<file path="config.mk">
export PLATFORM = sky130hd
export DESIGN_NAME = l1_refill_top
export DESIGN_NICKNAME = d
export VERILOG_FILES = /design/src/source/mem_bus_pkg.sv /design/src/source/refill_csr_pkg.sv /design/src/source/l1_refill_top.sv /design/src/source/refill_csr.sv /design/src/source/refill_issue.sv /design/src/source/return_buffer.sv
export SDC_FILE = /design/constraint.sdc
export NUM_CORES = 1
export LEC_CHECK = 0
export BUFFER_PORTS_ARGS = -buffer_cell sky130_fd_sc_hd__buf_2
export CAP_MARGIN = 20
export CORE_UTILIZATION = 45
export CTS_CLUSTER_SIZE = 12
export DETAILED_ROUTE_END_ITERATION = 8
export PLACE_DENSITY_LB_ADDON = 0.25
export SETUP_SLACK_MARGIN = 0.3
export SLEW_MARGIN = 20
export SYNTH_ARGS = -nofsm -noshare
export SYNTH_HDL_FRONTEND = slang
export SYNTH_SLANG_ARGS = --single-unit
</file>
<file path="constraint.sdc">
create_clock -name clk -period 18.2 [get_ports clk]
set_input_delay 2.73 -clock clk [delete_from_list [all_inputs] [get_ports clk]]
set_output_delay 2.73 -clock clk [all_outputs]
set_load 0.1 [all_outputs]
</file>
<file path="src/source/mem_bus_pkg.sv">
// memory bus definitions: read channel widths, burst length rule and refill fsm states
package mem_bus_pkg;

    localparam int addr_width      = 32;
    localparam int beat_width      = 32;
    localparam int len_width       = 8;   // axi arlen field.
    localparam int beat_bytes_log2 = 2;   // byte offset inside one beat.

    // return buffer states.
    typedef enum logic [1:0] {
        refill_idle,
        refill_receive,
        refill_send
    } refill_state_t;

    // issuer states.
    typedef enum logic [1:0] {
        issue_idle,
        issue_addr,
        issue_wait
    } issue_state_t;

    // one burst per line, arlen is beats minus one.
    function automatic logic [len_width-1:0] burst_len(int offset_width);
        return len_width'((1 << offset_width) - 1);
    endfunction

endpackage

</file>
<file path="src/source/refill_csr_pkg.sv">
// refill register map: register offsets, selector decode and control bit positions
package refill_csr_pkg;

    localparam int csr_addr_width = 4;
    localparam int csr_data_width = 32;

    localparam logic [csr_addr_width-1:0] ctrl_offset      = 4'h0;
    localparam logic [csr_addr_width-1:0] status_offset    = 4'h4;
    localparam logic [csr_addr_width-1:0] count_offset     = 4'h8;
    localparam logic [csr_addr_width-1:0] last_addr_offset = 4'hc;

    typedef enum logic [1:0] {
        sel_ctrl,
        sel_status,
        sel_count,
        sel_last_addr
    } csr_sel_t;

    localparam int ctrl_enable_bit      = 0;
    localparam int status_busy_bit      = 0;
    localparam int status_len_error_bit = 1;   // sticky, write 1 to clear.

    // byte lanes inside a word are ignored.
    function automatic csr_sel_t csr_decode(logic [csr_addr_width-1:0] offset);
        case ({offset[csr_addr_width-1:2], 2'b00})
            ctrl_offset:      return sel_ctrl;
            status_offset:    return sel_status;
            count_offset:     return sel_count;
            last_addr_offset: return sel_last_addr;
            default:          return sel_ctrl;
        endcase
    endfunction

endpackage

</file>
<file path="src/source/l1_refill_top.sv">
`timescale 1ns/1ps
// l1 refill path: register block, burst issuer and return buffer for one outstanding miss
module l1_refill_top #(
    parameter int offset_width = 2
) (
    input  logic                                                  clk,
    input  logic                                                  rstn,
    input  logic                                                  cache_mem_req,
    input  logic [mem_bus_pkg::addr_width-1:0]                    cache_addr,
    output logic                                                  cache_req_ready,
    output logic                                                  mem_cache_dataOK,
    output logic [(1<<offset_width)*mem_bus_pkg::beat_width-1:0]  din_mem_cache,
    output logic                                                  arvalid,
    input  logic                                                  arready,
    output logic [mem_bus_pkg::addr_width-1:0]                    araddr,
    output logic [mem_bus_pkg::len_width-1:0]                     arlen,
    input  logic                                                  rvalid,
    output logic                                                  rready,
    input  logic [mem_bus_pkg::beat_width-1:0]                    rdata,
    input  logic                                                  rlast,
    input  logic                                                  s_awvalid,
    output logic                                                  s_awready,
    input  logic [refill_csr_pkg::csr_addr_width-1:0]             s_awaddr,
    input  logic                                                  s_wvalid,
    output logic                                                  s_wready,
    input  logic [refill_csr_pkg::csr_data_width-1:0]             s_wdata,
    output logic                                                  s_bvalid,
    input  logic                                                  s_bready,
    output logic [1:0]                                            s_bresp,
    input  logic                                                  s_arvalid,
    output logic                                                  s_arready,
    input  logic [refill_csr_pkg::csr_addr_width-1:0]             s_araddr,
    output logic                                                  s_rvalid,
    input  logic                                                  s_rready,
    output logic [refill_csr_pkg::csr_data_width-1:0]             s_rdata,
    output logic [1:0]                                            s_rresp
);

    logic                               refill_enable;
    logic                               burst_active;
    logic                               line_done;
    logic                               len_error;
    logic                               fill_start;
    logic [mem_bus_pkg::addr_width-1:0] fill_addr;

    refill_csr refill_csr_i (
        .clk, .rstn,
        .s_awvalid, .s_awready, .s_awaddr,
        .s_wvalid, .s_wready, .s_wdata,
        .s_bvalid, .s_bready, .s_bresp,
        .s_arvalid, .s_arready, .s_araddr,
        .s_rvalid, .s_rready, .s_rdata, .s_rresp,
        .fill_start, .fill_addr, .line_done, .len_error, .burst_active,
        .refill_enable
    );

    refill_issue #(.offset_width(offset_width)) refill_issue_i (
        .clk, .rstn, .refill_enable,
        .cache_mem_req, .cache_addr, .cache_req_ready,
        .arvalid, .arready, .araddr, .arlen,
        .line_done, .burst_active, .fill_start, .fill_addr
    );

    return_buffer #(.offset_width(offset_width)) return_buffer_i (
        .clk, .rstn, .burst_active,
        .rvalid, .rdata, .rlast, .rready,
        .mem_cache_dataOK, .din_mem_cache,
        .line_done, .len_error
    );

    dataok_single: assert property (@(posedge clk) disable iff (!rstn)
        mem_cache_dataOK |=> !mem_cache_dataOK);

    // a new miss is only offered once the buffer has drained.
    ready_when_drained: assert property (@(posedge clk) disable iff (!rstn)
        cache_req_ready |-> return_buffer_i.state == mem_bus_pkg::refill_idle);

endmodule

</file>
<file path="src/source/refill_csr.sv">
`timescale 1ns/1ps
// refill register block: axi4-lite slave for enable, refill count, last address and error status
module refill_csr (
    input  logic                                      clk,
    input  logic                                      rstn,
    input  logic                                      s_awvalid,
    output logic                                      s_awready,
    input  logic [refill_csr_pkg::csr_addr_width-1:0] s_awaddr,
    input  logic                                      s_wvalid,
    output logic                                      s_wready,
    input  logic [refill_csr_pkg::csr_data_width-1:0] s_wdata,
    output logic                                      s_bvalid,
    input  logic                                      s_bready,
    output logic [1:0]                                s_bresp,
    input  logic                                      s_arvalid,
    output logic                                      s_arready,
    input  logic [refill_csr_pkg::csr_addr_width-1:0] s_araddr,
    output logic                                      s_rvalid,
    input  logic                                      s_rready,
    output logic [refill_csr_pkg::csr_data_width-1:0] s_rdata,
    output logic [1:0]                                s_rresp,
    input  logic                                      fill_start,
    input  logic [mem_bus_pkg::addr_width-1:0]        fill_addr,
    input  logic                                      line_done,
    input  logic                                      len_error,
    input  logic                                      burst_active,
    output logic                                      refill_enable
);

    logic                                      wr_en;
    logic                                      err_sticky;
    logic [refill_csr_pkg::csr_data_width-1:0] refill_count;
    logic [mem_bus_pkg::addr_width-1:0]        last_addr;
    logic [refill_csr_pkg::csr_data_width-1:0] rd_word;
    refill_csr_pkg::csr_sel_t                  wr_sel;
    refill_csr_pkg::csr_sel_t                  rd_sel;

    assign wr_en     = s_awvalid && s_wvalid && !s_bvalid;  // address and data taken together.
    assign s_awready = wr_en;
    assign s_wready  = wr_en;
    assign s_arready = !s_rvalid;
    assign s_bresp   = 2'b00;  // okay.
    assign s_rresp   = 2'b00;
    assign wr_sel    = refill_csr_pkg::csr_decode(s_awaddr);
    assign rd_sel    = refill_csr_pkg::csr_decode(s_araddr);

    always_ff @(posedge clk) begin
        if (!rstn) begin
            s_bvalid <= 1'b0;
        end else if (wr_en) begin
            s_bvalid <= 1'b1;
        end else if (s_bready) begin
            s_bvalid <= 1'b0;
        end
    end

    always_ff @(posedge clk) begin
        if (!rstn) begin
            refill_enable <= 1'b0;
        end else if (wr_en && wr_sel == refill_csr_pkg::sel_ctrl) begin
            refill_enable <= s_wdata[refill_csr_pkg::ctrl_enable_bit];
        end
    end

    // a new error wins over a clear in the same cycle
    always_ff @(posedge clk) begin
        if (!rstn) begin
            err_sticky <= 1'b0;
        end else if (line_done && len_error) begin
            err_sticky <= 1'b1;
        end else if (wr_en && wr_sel == refill_csr_pkg::sel_status &&
                     s_wdata[refill_csr_pkg::status_len_error_bit]) begin
            err_sticky <= 1'b0;
        end
    end

    always_ff @(posedge clk) begin
        if (!rstn) begin
            refill_count <= '0;
            last_addr    <= '0;
        end else begin
            if (line_done) begin
                refill_count <= refill_count + 1'b1;
            end
            if (fill_start) begin
                last_addr <= fill_addr;  // already line aligned.
            end
        end
    end

    always_comb begin
        rd_word = '0;
        case (rd_sel)
            refill_csr_pkg::sel_ctrl: begin
                rd_word[refill_csr_pkg::ctrl_enable_bit] = refill_enable;
            end
            refill_csr_pkg::sel_status: begin
                rd_word[refill_csr_pkg::status_busy_bit]      = burst_active;
                rd_word[refill_csr_pkg::status_len_error_bit] = err_sticky;
            end
            refill_csr_pkg::sel_count:     rd_word = refill_count;
            refill_csr_pkg::sel_last_addr: rd_word = last_addr;
            default:                       rd_word = '0;
        endcase
    end

    always_ff @(posedge clk) begin
        if (!rstn) begin
            s_rvalid <= 1'b0;
        end else if (s_arvalid && s_arready) begin
            s_rvalid <= 1'b1;
        end else if (s_rready) begin
            s_rvalid <= 1'b0;
        end
    end

    always_ff @(posedge clk) begin
        if (s_arvalid && s_arready) begin
            s_rdata <= rd_word;  // sampled at address accept.
        end
    end

    bvalid_held: assert property (@(posedge clk) disable iff (!rstn)
        s_bvalid && !s_bready |=> s_bvalid);

endmodule

</file>
<file path="src/source/refill_issue.sv">
`timescale 1ns/1ps
// refill issuer: takes one cache miss at a time and sends a line-aligned read burst
module refill_issue #(
    parameter int offset_width = 2
) (
    input  logic                                 clk,
    input  logic                                 rstn,
    input  logic                                 refill_enable,
    input  logic                                 cache_mem_req,
    input  logic [mem_bus_pkg::addr_width-1:0]   cache_addr,
    output logic                                 cache_req_ready,
    output logic                                 arvalid,
    input  logic                                 arready,
    output logic [mem_bus_pkg::addr_width-1:0]   araddr,
    output logic [mem_bus_pkg::len_width-1:0]    arlen,
    input  logic                                 line_done,
    output logic                                 burst_active,
    output logic                                 fill_start,
    output logic [mem_bus_pkg::addr_width-1:0]   fill_addr
);

    localparam int line_lsb = offset_width + mem_bus_pkg::beat_bytes_log2;

    mem_bus_pkg::issue_state_t state;
    logic                      accept;

    assign cache_req_ready = refill_enable && (state == mem_bus_pkg::issue_idle);
    assign accept          = cache_mem_req && cache_req_ready;
    assign arvalid         = (state == mem_bus_pkg::issue_addr);
    assign arlen           = mem_bus_pkg::burst_len(offset_width);
    assign burst_active    = (state != mem_bus_pkg::issue_idle);
    assign fill_addr       = araddr;

    always_ff @(posedge clk) begin
        if (!rstn) begin
            state <= mem_bus_pkg::issue_idle;
        end else begin
            case (state)
                mem_bus_pkg::issue_idle: begin
                    if (accept) state <= mem_bus_pkg::issue_addr;
                end
                mem_bus_pkg::issue_addr: begin
                    if (arready) state <= mem_bus_pkg::issue_wait;
                end
                mem_bus_pkg::issue_wait: begin
                    if (line_done) state <= mem_bus_pkg::issue_idle;  // beats all returned.
                end
                default: state <= mem_bus_pkg::issue_idle;
            endcase
        end
    end

    always_ff @(posedge clk) begin
        if (accept) begin
            araddr <= {cache_addr[mem_bus_pkg::addr_width-1:line_lsb], {line_lsb{1'b0}}};
        end
    end

    // pulses with the first arvalid cycle.
    always_ff @(posedge clk) begin
        if (!rstn) begin
            fill_start <= 1'b0;
        end else begin
            fill_start <= accept;
        end
    end

    araddr_held: assert property (@(posedge clk) disable iff (!rstn)
        arvalid && !arready |=> arvalid && $stable(araddr));

endmodule

</file>
<file path="src/source/return_buffer.sv">
`timescale 1ns/1ps
// return buffer: gathers read beats into one cache line and checks the burst length
module return_buffer #(
    parameter int offset_width = 2
) (
    input  logic                                                  clk,
    input  logic                                                  rstn,
    input  logic                                                  burst_active,
    input  logic                                                  rvalid,
    input  logic [mem_bus_pkg::beat_width-1:0]                    rdata,
    input  logic                                                  rlast,
    output logic                                                  rready,
    output logic                                                  mem_cache_dataOK,
    output logic [(1<<offset_width)*mem_bus_pkg::beat_width-1:0]  din_mem_cache,
    output logic                                                  line_done,
    output logic                                                  len_error
);

    localparam int words      = 1 << offset_width;
    localparam int line_width = words * mem_bus_pkg::beat_width;
    localparam int cnt_width  = offset_width + 2;  // room for overlong bursts.

    mem_bus_pkg::refill_state_t state;
    logic                       beat_ok;
    logic [cnt_width-1:0]       beat_cnt;
    logic [cnt_width-1:0]       beat_total;
    logic                       len_bad;

    assign rready           = burst_active && (state != mem_bus_pkg::refill_send);
    assign beat_ok          = rvalid && rready;
    assign beat_total       = (state == mem_bus_pkg::refill_idle) ? cnt_width'(1)
                                                                  : beat_cnt + 1'b1;
    assign mem_cache_dataOK = (state == mem_bus_pkg::refill_send);
    assign line_done        = mem_cache_dataOK;
    assign len_error        = line_done && len_bad;

    always_ff @(posedge clk) begin
        if (!rstn) begin
            state <= mem_bus_pkg::refill_idle;
        end else begin
            case (state)
                mem_bus_pkg::refill_idle, mem_bus_pkg::refill_receive: begin
                    if (beat_ok) begin
                        state <= rlast ? mem_bus_pkg::refill_send
                                       : mem_bus_pkg::refill_receive;
                    end
                end
                default: state <= mem_bus_pkg::refill_idle;  // send lasts one cycle.
            endcase
        end
    end

    // first beat ends up in the top word.
    always_ff @(posedge clk) begin
        if (beat_ok) begin
            din_mem_cache <= {din_mem_cache[line_width-mem_bus_pkg::beat_width-1:0], rdata};
            beat_cnt      <= beat_total;
        end
    end

    always_ff @(posedge clk) begin
        if (beat_ok && rlast) begin
            len_bad <= (beat_total != cnt_width'(words));
        end
    end

endmodule

</file>
==> impl_metrics.csv, run 1 <==
group,metric,value,unit
detailed_routing,vias_per_cell,4.92,
placed_design,port_buffers,273,
setup_path,crit_type,"in -> out",
power,leakagePower,4.39,nW
timing,worst_pin_slew,1030,ps
cells_and_area,multiInputGateArea,1880,µm²
grt,grt_most_used_layer,"met2",
setup_path,rrSetupSlack,15500,ps
logic_synthesis,syn-cell-area,9270,µm²
grt,gr-usage-met2,31.5,%
logic_synthesis,ys_types,42,
timing,clock_skew,9.85,ps
setup_path,worstPathMaxFanout,4,
timing,min_period,6180,ps
setup_path,critPathRequiredTime,15470,ps
logic_synthesis,ys_ff_latch,262,
timing,hold_violations,0,
cells_and_area,fin_area,11600,µm²
clocking,cts_resized,0,
placed_design,dp_slack,12020,ps
timing,whs,436,ps
setup_path,end_kind,"output port",
grt,grt_pass1_wl,28800,µm
clocking,clockBufferDepth,3,
detailed_routing,dr.first_iter.drc_count,238,
timing,fin_tns_setup,0,ps
grt,grt_pass1_vias,5457,
status,status,"finished clean",
logic_synthesis,yosys_warnings,0,
grt,grt.met1_usage,20.3,%
setup_path,crit_path_frequent_cell,"buf_2",
grt,antenna_found_initial,0,
clocking,cts_hold_buf,0,
logic_synthesis,syn_inst,589,
setup_path,cp_slowest_cell,"buf_2",
placed_design,placed_cell_area,10800,µm²
min_path,min_to,"return_buffer_i.din_mem_cache[62]",
timing,finalCritPeriodShare,34.0,%
cells_and_area,most-common-layout-cells,"buf_2, edfxtp_1, dfxtp_1",
placed_design,dp_hpwl,12400,µm
grt,grt_overflow_total,0,
grt,track_usage,17.1,%
detailed_routing,drc,0,
floorplan,initial_core_util,45.8,%
clocking,cts_htree_levels,1,
setup_path,max_stage_delay,420,ps
logic_synthesis,synth.avg_cell_area,15.7,µm²
logic_synthesis,synthAdderAreaFrac,0.810,%
clocking,cts_setup_buffers,0,
logic_synthesis,synth_simple_gate_area_share,8.30,%
setup_path,crit_chain,"buf_2 > nand3b_1 > inv_1 > buf_2",
clocking,clock_latency,520,ps
setup_path,start_kind,"input port",
cells_and_area,fillCellCount,1668,
cells_and_area,final_common_cell,"buf_2",
floorplan,ios,328,
logic_synthesis,yosysSeqAreaShare,77.5,%
detailed_routing,wl_per_cell,16.3,µm
placed_design,finalWeightedCongestion,0.705,
power,p_per_area,106,nW/µm²
cells_and_area,antenna_cells,0,
timing,post-route-worst-setup-slack,12020,ps
logic_synthesis,async_flop_share,0,%
logic_synthesis,synth_xor_area_share,1.04,%
timing,max_freq,0.162,GHz
grt,use_met3,3.51,%
logic_synthesis,muxShareOfSynthArea,4.00,%
min_path,min_from,"return_buffer_i.din_mem_cache[30]",
floorplan,dieArea,21200,µm²
detailed_routing,num_vias,5673,
cells_and_area,drive_gt1_share,35.8,%
min_path,holdCritPathClass,"reg -> reg",
logic_synthesis,synth_ff_type,"edfxtp_1",
detailed_routing,drtAntennaViolNets,0,
floorplan,die_h,146,µm
logic_synthesis,synth_compound_area_share,5.37,%
setup_path,reg2reg_depth,4,
floorplan,num_rows,52,
min_path,holdPathStages,0,
clocking,cts_made_buffers,27,
clocking,cts_sinks,262,
setup_path,worst_ep_arrival_time,3450,ps
grt,grt_max_degree,84,
clocking,clock-root-buffer,"clkbuf_16",
setup_path,r2r-start,"return_buffer_i.state[1]",
job,cap_violations,0,
clocking,cts_tree,"yes",
floorplan,die_x,146,µm
logic_synthesis,synth_top_family_by_area,"simple AND/OR/NAND/NOR gates",
cells_and_area,seqCellArea,7180,µm²
clocking,path_clk_slew,60,ps
floorplan,core,20200,µm²
detailed_routing,wirelength,18800,µm
timing,slew_viol_final,0,
logic_synthesis,synth-edff-count,193,
timing,max_slew_margin,31.3,%
timing,rsz0062_at_grt,"no",
cells_and_area,fin_nets,988,
cells_and_area,areaGrowthSynthToFinish,25.6,%
detailed_routing,drt_first_pass_iters,6,
setup_path,r2r_end,"return_buffer_i.din_mem_cache[124]",
timing,setup_violations,0,
power,ir_drop,0.0799,mV
==> cells in the mapped netlist (all sizes together), types with 3 or more instances <==
library cell / n / share of area (%)
a21oi: 17 / 0.92
a22o: 28 / 2.6
and2: 7 / 0.47
and3: 3 / 0.20
and4: 4 / 0.38
buf: 25 / 1.8
clkbuf: 17 / 0.69
dfxtp: 69 / 15
edfxtp: 193 / 63
ha: 6 / 0.81
inv: 11 / 0.45
mux2i: 37 / 4.0
nand2: 22 / 0.89
nand2b: 8 / 0.54
nand3: 11 / 0.59
nand4: 7 / 0.47
nor2: 48 / 1.9
nor2b: 6 / 0.41
nor3: 6 / 0.32
nor4: 5 / 0.34
o21ai: 10 / 0.54
o31ai: 6 / 0.49
or3: 7 / 0.47
or4: 7 / 0.61
xnor2: 5 / 0.47
xor2: 6 / 0.57
==> registers in the layout, summed over array words and instances (netlist names) <==
name,cells
refill_csr_i.refill_count,32
refill_csr_i.err_sticky,1
refill_csr_i.s_rvalid,1
refill_issue_i.state,2
refill_issue_i.fill_start,1
return_buffer_i.state,2
refill_csr_i.s_rdata,32
refill_issue_i.araddr,28
refill_csr_i.s_bvalid,1
return_buffer_i.beat_cnt,4
return_buffer_i.len_bad,1
refill_csr_i.last_addr,28
refill_csr_i.refill_enable,1
return_buffer_i.din_mem_cache,128
==> layout make-up <==
type                            count  share of cell area (%)
Clock buffer                       39                    6.37
Clock inverter                      6                   0.484
Inverter                           11                   0.366
Multi-Input combinational cell    288                    16.2
Sequential cell                   262                    61.7
Tap cell                          270                    2.90
Timing Repair Buffer              277                    12.0
==> logic make-up (layout without fill, tap and decap cells) <==
| logic type | Yosys count | in the layout |
|---|---|---|
| flops | 262 | 262 |
| buf+inv | 53 | 333 |
| xor+xnor | 11 | 11 |
| mux | 37 | 37 |
| simple gates | 148 | 148 |
| compound gates | 70 | 70 |
| other cells | 2 | 16 |
| fa+ha+maj | 6 | 6 |
==> report_power, final <==
group	total (W)	internal, W	switching, W	leakage [nW]
registers	0.000646	0.000643	0.00000250	2.32
logic	0.0000835	0.0000117	0.0000718	1.68
clock network	0.000503	0.000294	0.000209	0.389
total	0.00123	0.000948	0.000283	4.39
==> critical path: cells and delay by family <==
family | cells | cell delay [ps]
buf+inv | 3 | 590
simple gates | 1 | 120
==> metrics by stage <==
stage	utilization [%]	power [W]	std cells
3_5_place_dp	53.5	0.000742	1108
3_3_place_gp	53.5	0.000741	1108
5_1_grt	57.5	0.00127	1153
2_1_floorplan	-	0.000727	603
6_report	57.5	0.00123	1153
4_1_cts	57.5	0.00125	1153
==> how the worst max path moves through the flow <==
stage               from                       to  slack (ps)
2_1_floorplan     rvalid  return_buffer_i.len_bad        4770
3_3_place_gp   s_awvalid                 s_wready       12020
3_5_place_dp    s_wvalid                s_awready       12020
4_1_cts         s_wvalid                s_awready       12020
5_1_grt        s_awvalid                s_awready       11970
6_report        s_wvalid                s_awready       12020
==> metal layers <==
metal | up-vias | wire length (µm)
met3 | 34 | 1050
li1 | 2723 | -
met5 | - | 0
met1 | 2727 | 7680
met4 | 0 | 388
met2 | 189 | 9730
Power figures use the tool's default switching activity.
==> inputs of run 2 (changes only) <==
- ABC_AREA: default -> 1
- clock period: 18.2 -> 5 ns (I/O delays scaled with it)
==> run 2 against run 1 <==
Clock power grew to 3.7 times the previous value. Setup slack got worse by 9900 ps. Register-to-register slack got worse by 13000 ps. Global-route usage grew 1.9 points. Non-clock buffer count is 3 higher. Core utilization increased by 1.0 points. Via count is 12% higher. Sequential power rose to 3.7 times the previous value. Clock skew fell by 1.2 ps. Critical endpoint is now return_buffer_i.din_mem_cache[75]. Largest power group unchanged. Highest routed layer unchanged.
==> impl_metrics.csv, run 2 <==
group,metric,value,unit
status,status,"finished clean",
grt,grt_pass1_wl,32100,µm
floorplan,dieArea,21500,µm²
grt,grt_pass1_vias,6017,
floorplan,die_x,147,µm
setup_path,crit_start,"return_buffer_i.state[0]",
logic_synthesis,muxShareOfSynthArea,0,%
cells_and_area,final_common_cell,"buf_2",
grt,grt_overflow_total,0,
grt,antenna_found_initial,2,
timing,setup_violations,0,
timing,worst_pin_slew,952,ps
power,power_switching,0.00111,W
clocking,cts_resized,0,
cells_and_area,largest_register,"return_buffer_i.din_mem_cache",
floorplan,initial_core_util,46.3,%
power,leakagePower,4.78,nW
logic_synthesis,synthTopCellsByArea,"edfxtp_1, dfxtp_1, nor2_1",
placed_design,port_buffers,273,
cells_and_area,fin_nets,1155,
logic_synthesis,synth_compound_area_share,5.37,%
power,p_per_area,386,nW/µm²
logic_synthesis,synth_top_family_by_area,"simple AND/OR/NAND/NOR gates",
logic_synthesis,async_flop_share,0,%
timing,post-route-worst-setup-slack,2090,ps
floorplan,ios,328,
clocking,path_clk_slew,60,ps
power,p_total,0.00461,W
clocking,clock_latency,530,ps
power,p_clk_share,40.9,%
floorplan,die_h,147,µm
setup_path,start_kind,"flip-flop",
setup_path,crit_type,"reg -> reg",
cells_and_area,areaGrowthSynthToFinish,26.6,%
clocking,cts_htree_levels,1,
power,intPower,0.00350,W
logic_synthesis,ys_types,33,
cells_and_area,fin_cells,1323,
logic_synthesis,synthAdderAreaFrac,0.797,%
power,sequentialPowerShare,51.3,%
timing,finalCritPeriodShare,58.2,%
grt,track_usage,19.1,%
setup_path,end_kind,"flip-flop",
logic_synthesis,ys_ff_latch,262,
timing,slew_viol_final,0,
power,switching_share,24.1,%
clocking,cts_made_buffers,28,
setup_path,critPathRequiredTime,5210,ps
min_path,min_from,"cache_addr[5]",
clocking,cts_sinks,262,
detailed_routing,dr.first_iter.drc_count,416,
placed_design,dp_hpwl,14500,µm
logic_synthesis,synth-edff-count,193,
timing,min_period,2910,ps
logic_synthesis,synth.avg_cell_area,12.7,µm²
placed_design,placed_cell_area,11000,µm²
cells_and_area,largest_reg_flops,128,
timing,max_freq,0.344,GHz
detailed_routing,vias_per_cell,4.81,
timing,max_slew_margin,36.5,%
clocking,cts_setup_buffers,0,
placed_design,dp_slack,1960,ps
grt,grt_max_degree,92,
setup_path,max_stage_delay,630,ps
logic_synthesis,synth_simple_gate_area_share,12.7,%
detailed_routing,drc,0,
cells_and_area,reg_top3,"return_buffer_i.din_mem_cache x128, refill_csr_i.refill_count x32, refill_csr_i.s_rdata x32",
logic_synthesis,syn_inst,744,
detailed_routing,wl_per_cell,15.7,µm
logic_synthesis,synth_top_cells_by_count,"edfxtp_1, nor2_1, nand2_1",
timing,rsz0062_at_grt,"no",
setup_path,crit_chain,"inv_1 > nand2_2 > inv_2 > nor2_1 > nand2_1 > clkinvlp_4 > buf_4 > buf_12",
logic_synthesis,yosys_warnings,0,
timing,fin_tns_setup,0,ps
setup_path,cp_slowest_cell,"clkinvlp_4",
detailed_routing,drtAntennaViolNets,0,
power,comb_power_share,7.8,%
detailed_routing,wirelength,20800,µm
clocking,cts_hold_buf,0,
power,ir_drop,0.302,mV
clocking,clockBufferDepth,3,
min_path,holdCritPathClass,"in -> reg",
placed_design,finalWeightedCongestion,0.818,
detailed_routing,num_vias,6369,
clocking,cts_tree,"yes",
timing,hold_violations,0,
clocking,clock-root-buffer,"clkbuf_16",
cells_and_area,drive_gt1_share,32.1,%
cells_and_area,most-common-layout-cells,"buf_2, edfxtp_1, nor2_1",
logic_synthesis,yosys.area.top_type_share,61.5,%
timing,clock_skew,8.61,ps
logic_synthesis,syn-cell-area,9420,µm²
setup_path,worstPathMaxFanout,47,
logic_synthesis,synth_top_cell_by_area,"edfxtp_1",
logic_synthesis,yosysSeqAreaShare,76.2,%
floorplan,core,20400,µm²
logic_synthesis,yosysMostFrequentCell,"edfxtp_1",
detailed_routing,drt_first_pass_iters,5,
cells_and_area,fin_area,11900,µm²
floorplan,num_rows,52,
logic_synthesis,synth_xor_area_share,0.372,%
job,cap_violations,0,
setup_path,r2r-start,"return_buffer_i.state[0]",
logic_synthesis,synth_ff_type,"edfxtp_1",
placed_design,dp.cells,1272,
setup_path,worst_ep_arrival_time,3120,ps
run 2: worst max-delay path: cells and delay by family, from the launching register on:
kind	cells	cell delay, ps
and+or+nand+nor	3	470
DFF	1	330
buffers and inverters	5	1770
run 2: cell type report:
cell class / instances / area [µm²]
diodes: 2 / 5.00
fillers: 1707 / 8440
inverters: 61 / 233
flip-flops and latches: 262 / 7180
repair buffers: 280 / 1450
clock buffers: 38 / 790
multi-input cells: 401 / 1870
clock inverters: 9 / 55.1
well taps: 270 / 338
run 2: layer usage:
layer	wire, µm	GRT usage (%)
met1	8740	24.6
met4	588	6.51
met5	0	0
met2	10200	32.1
met3	1260	3.81
run 2: logic make-up after synthesis:
kind of cell / count (synthesis)
compound gates: 95
other cells: 2
buf+inv: 95
simple gates: 280
flops: 262
xor+xnor: 4
fa+ha+maj: 6
run 2: power by group through the flow:
stage | sequential [W] | clock, W | combinational [W]
2_1_floorplan | 0.00259 | 0 | 0.000118
3_3_place_gp | 0.00241 | 0 | 0.000356
3_5_place_dp | 0.00241 | 0 | 0.000358
4_1_cts | 0.00236 | 0.00194 | 0.000359
5_1_grt | 0.00237 | 0.00202 | 0.000371
6_report | 0.00236 | 0.00188 | 0.000359
run 2: metrics by stage:
| stage | util (%) | hold WS (ps) |
|---|---|---|
| floorplan | - | 439 |
| global route | 58.5 | 361 |
| global placement | 54.1 | 424 |
| finish | 58.5 | 391 |
| CTS | 58.3 | 365 |
| detailed placement | 54.1 | 426 |
run 2: final timing paths:
check                                            to  slack, ps  depth (start not counted)
hold / removal             refill_issue_i.araddr[5]        390                          1
setup / recovery  return_buffer_i.din_mem_cache[75]       2090                          8
setup reg to reg  return_buffer_i.din_mem_cache[75]       2090                          8
hold reg to reg   return_buffer_i.din_mem_cache[60]        440                          0
==> inputs of run 3 (changes only) <==
- clock period: 5 -> 2.64 ns (I/O delays scaled with it)
==> run 3 against run 2 <==
Clock power rose by 87%. Core utilization unchanged. Clock skew barely moved. Via count is 0.55% lower. Sequential share of layout area is essentially flat. Sequential power increased by 90%. Combinational power increased by 89%. Global-route usage fell by 0.51 points. Sequential cell count did not move. Non-clock buffer count shrank 2. Final cell count is 0.23% lower. Total power rose by 88%. Critical endpoint is now cache_req_ready. Largest power group unchanged.
==> impl_metrics.csv, run 3 (synthesis results as in run 2) <==
group,metric,value,unit
timing,min_period,2020,ps
floorplan,die_h,147,µm
setup_path,crit_type,"reg -> out",
timing,max_freq,0.496,GHz
placed_design,dp_hpwl,14300,µm
cells_and_area,largest_reg_flops,128,
timing,setup_violations,0,
clocking,cts_sinks,262,
cells_and_area,final_common_cell,"buf_2",
setup_path,end_kind,"output port",
detailed_routing,wirelength,20300,µm
placed_design,port_buffers,273,
timing,max_slew_margin,52.7,%
grt,grt_pass1_wl,31400,µm
grt,track_usage,18.6,%
timing,clock_skew,8.93,ps
detailed_routing,wl_per_cell,15.4,µm
floorplan,die_x,147,µm
job,cap_violations,0,
cells_and_area,reg_top3,"return_buffer_i.din_mem_cache x128, refill_csr_i.refill_count x32, refill_csr_i.s_rdata x32",
timing,slew_viol_final,0,
timing,rsz0062_at_grt,"no",
min_path,min_to,"refill_issue_i.araddr[23]",
setup_path,r2r-start,"return_buffer_i.state[0]",
timing,worst_pin_slew,709,ps
setup_path,max_stage_delay,420,ps
floorplan,initial_core_util,46.3,%
detailed_routing,vias_per_cell,4.80,
setup_path,start_kind,"flip-flop",
power,intPower,0.00661,W
status,status,"finished clean",
power,p_total,0.00867,W
clocking,clock-root-buffer,"clkbuf_16",
floorplan,num_rows,52,
cells_and_area,fin_cells,1320,
min_path,holdPathStages,1,
grt,grt_max_degree,133,
power,switching_share,23.8,%
detailed_routing,drt_first_pass_iters,4,
cells_and_area,drive_gt1_share,32.3,%
detailed_routing,num_vias,6334,
clocking,clock_latency,520,ps
timing,hold_violations,0,
power,p_per_area,727,nW/µm²
setup_path,reg2reg_depth,7,
cells_and_area,areaGrowthSynthToFinish,26.6,%
power,comb_power_share,7.8,%
timing,post-route-worst-setup-slack,622,ps
setup_path,cp_slowest_cell,"buf_2",
clocking,cts_hold_buf,0,
power,ir_drop,0.523,mV
timing,finalCritPeriodShare,76.4,%
clocking,cts_made_buffers,27,
detailed_routing,dr.first_iter.drc_count,341,
clocking,path_clk_slew,60,ps
placed_design,finalWeightedCongestion,0.838,
setup_path,worst_ep_arrival_time,1620,ps
clocking,clockBufferDepth,3,
power,power_switching,0.00206,W
floorplan,dieArea,21500,µm²
placed_design,dp_slack,560,ps
min_path,holdCritPathClass,"in -> reg",
timing,whs,51.3,ps
clocking,cts_htree_levels,1,
setup_path,r2r_end,"return_buffer_i.din_mem_cache[127]",
power,leakagePower,4.74,nW
detailed_routing,drtAntennaViolNets,0,
power,p_clk_share,40.5,%
setup_path,crit_chain,"or2_4 > nor2_4 > buf_2",
floorplan,ios,328,
grt,grt_overflow_total,0,
setup_path,critPathRequiredTime,2240,ps
min_path,min_from,"cache_addr[23]",
setup_path,rrSetupSlack,830,ps
setup_path,worstPathMaxFanout,3,
clocking,cts_resized,0,
placed_design,dp.cells,1272,
clocking,cts_setup_buffers,0,
cells_and_area,fin_nets,1152,
cells_and_area,most-common-layout-cells,"buf_2, edfxtp_1, nor2_1",
cells_and_area,largest_register,"return_buffer_i.din_mem_cache",
grt,antenna_found_initial,2,
floorplan,core,20400,µm²
clocking,cts_tree,"yes",
power,sequentialPowerShare,51.6,%
grt,grt_pass1_vias,6019,
detailed_routing,drc,0,
[run 3: changes by cell type in the layout (fill, tap and decap cells not counted), sizes merged]
cell and delta:
clkinvlp +1, clkinv -7, clkbuf +3, buf -2
inv +1, bufinv +1
[run 3: metrics by stage]
stage                     setup TNS [ps]  cell area, µm²  util, %
final                                  0           11900     58.5
after global routing                   0           11900     58.5
after CTS                              0           11900     58.5
after detailed placement               0           11100     54.5
after global placement                 0           11100     54.5
after floorplan                   -80050            9540        -
[run 3: power by group through the flow]
stage                     Sequential, W  Clock (W)  Combinational (W)
after floorplan                 0.00490          0           0.000227
after global placement          0.00456          0           0.000675
after detailed placement        0.00456          0           0.000680
after CTS                       0.00448    0.00360           0.000681
after global routing            0.00448    0.00377           0.000702
final                           0.00448    0.00351           0.000678
[run 3: layout make-up]
type                       count  area (µm²)
fill                        1682        8440
sequential                   262        7180
timing repair buffer         278        1420
tap                          270         338
antenna                        2        5.00
inverter                      61         255
clock buffer                  41         758
clock inverter                 5        51.3
multi-input combinational    401        1920
[run 3: worst max-delay path by stage]
stage,start,endpoint,slack [ps],cells after the start
finish,refill_issue_i.state[1],cache_req_ready,620,3
detailed placement,s_araddr[2],refill_csr_i.s_rdata[25],560,5
CTS,refill_issue_i.state[1],cache_req_ready,590,3
global placement,s_araddr[2],refill_csr_i.s_rdata[28],590,5
global route,refill_issue_i.state[1],rready,540,4
floorplan,return_buffer_i.state[0],return_buffer_i.beat_cnt[0],-610,6
[run 3: layer usage]
layer / track usage (%) / share of wire, % / routed length, µm / vias to the layer above
li1: - / - / - / 3094
met1: 23.6 / 42 / 8470 / 3024
met2: 31.9 / 51 / 10300 / 192
met3: 3.94 / 5.9 / 1190 / 24
met4: 5.36 / 1.6 / 329 / 0
met5: 0 / 0 / 0 / -
[run 3: worst max-delay path: cells and delay by family, from the launching register on]
kind	cells	cell delay [ps]
buffers and inverters	1	420
AND/OR/NAND/NOR	2	360
flip-flops	1	320
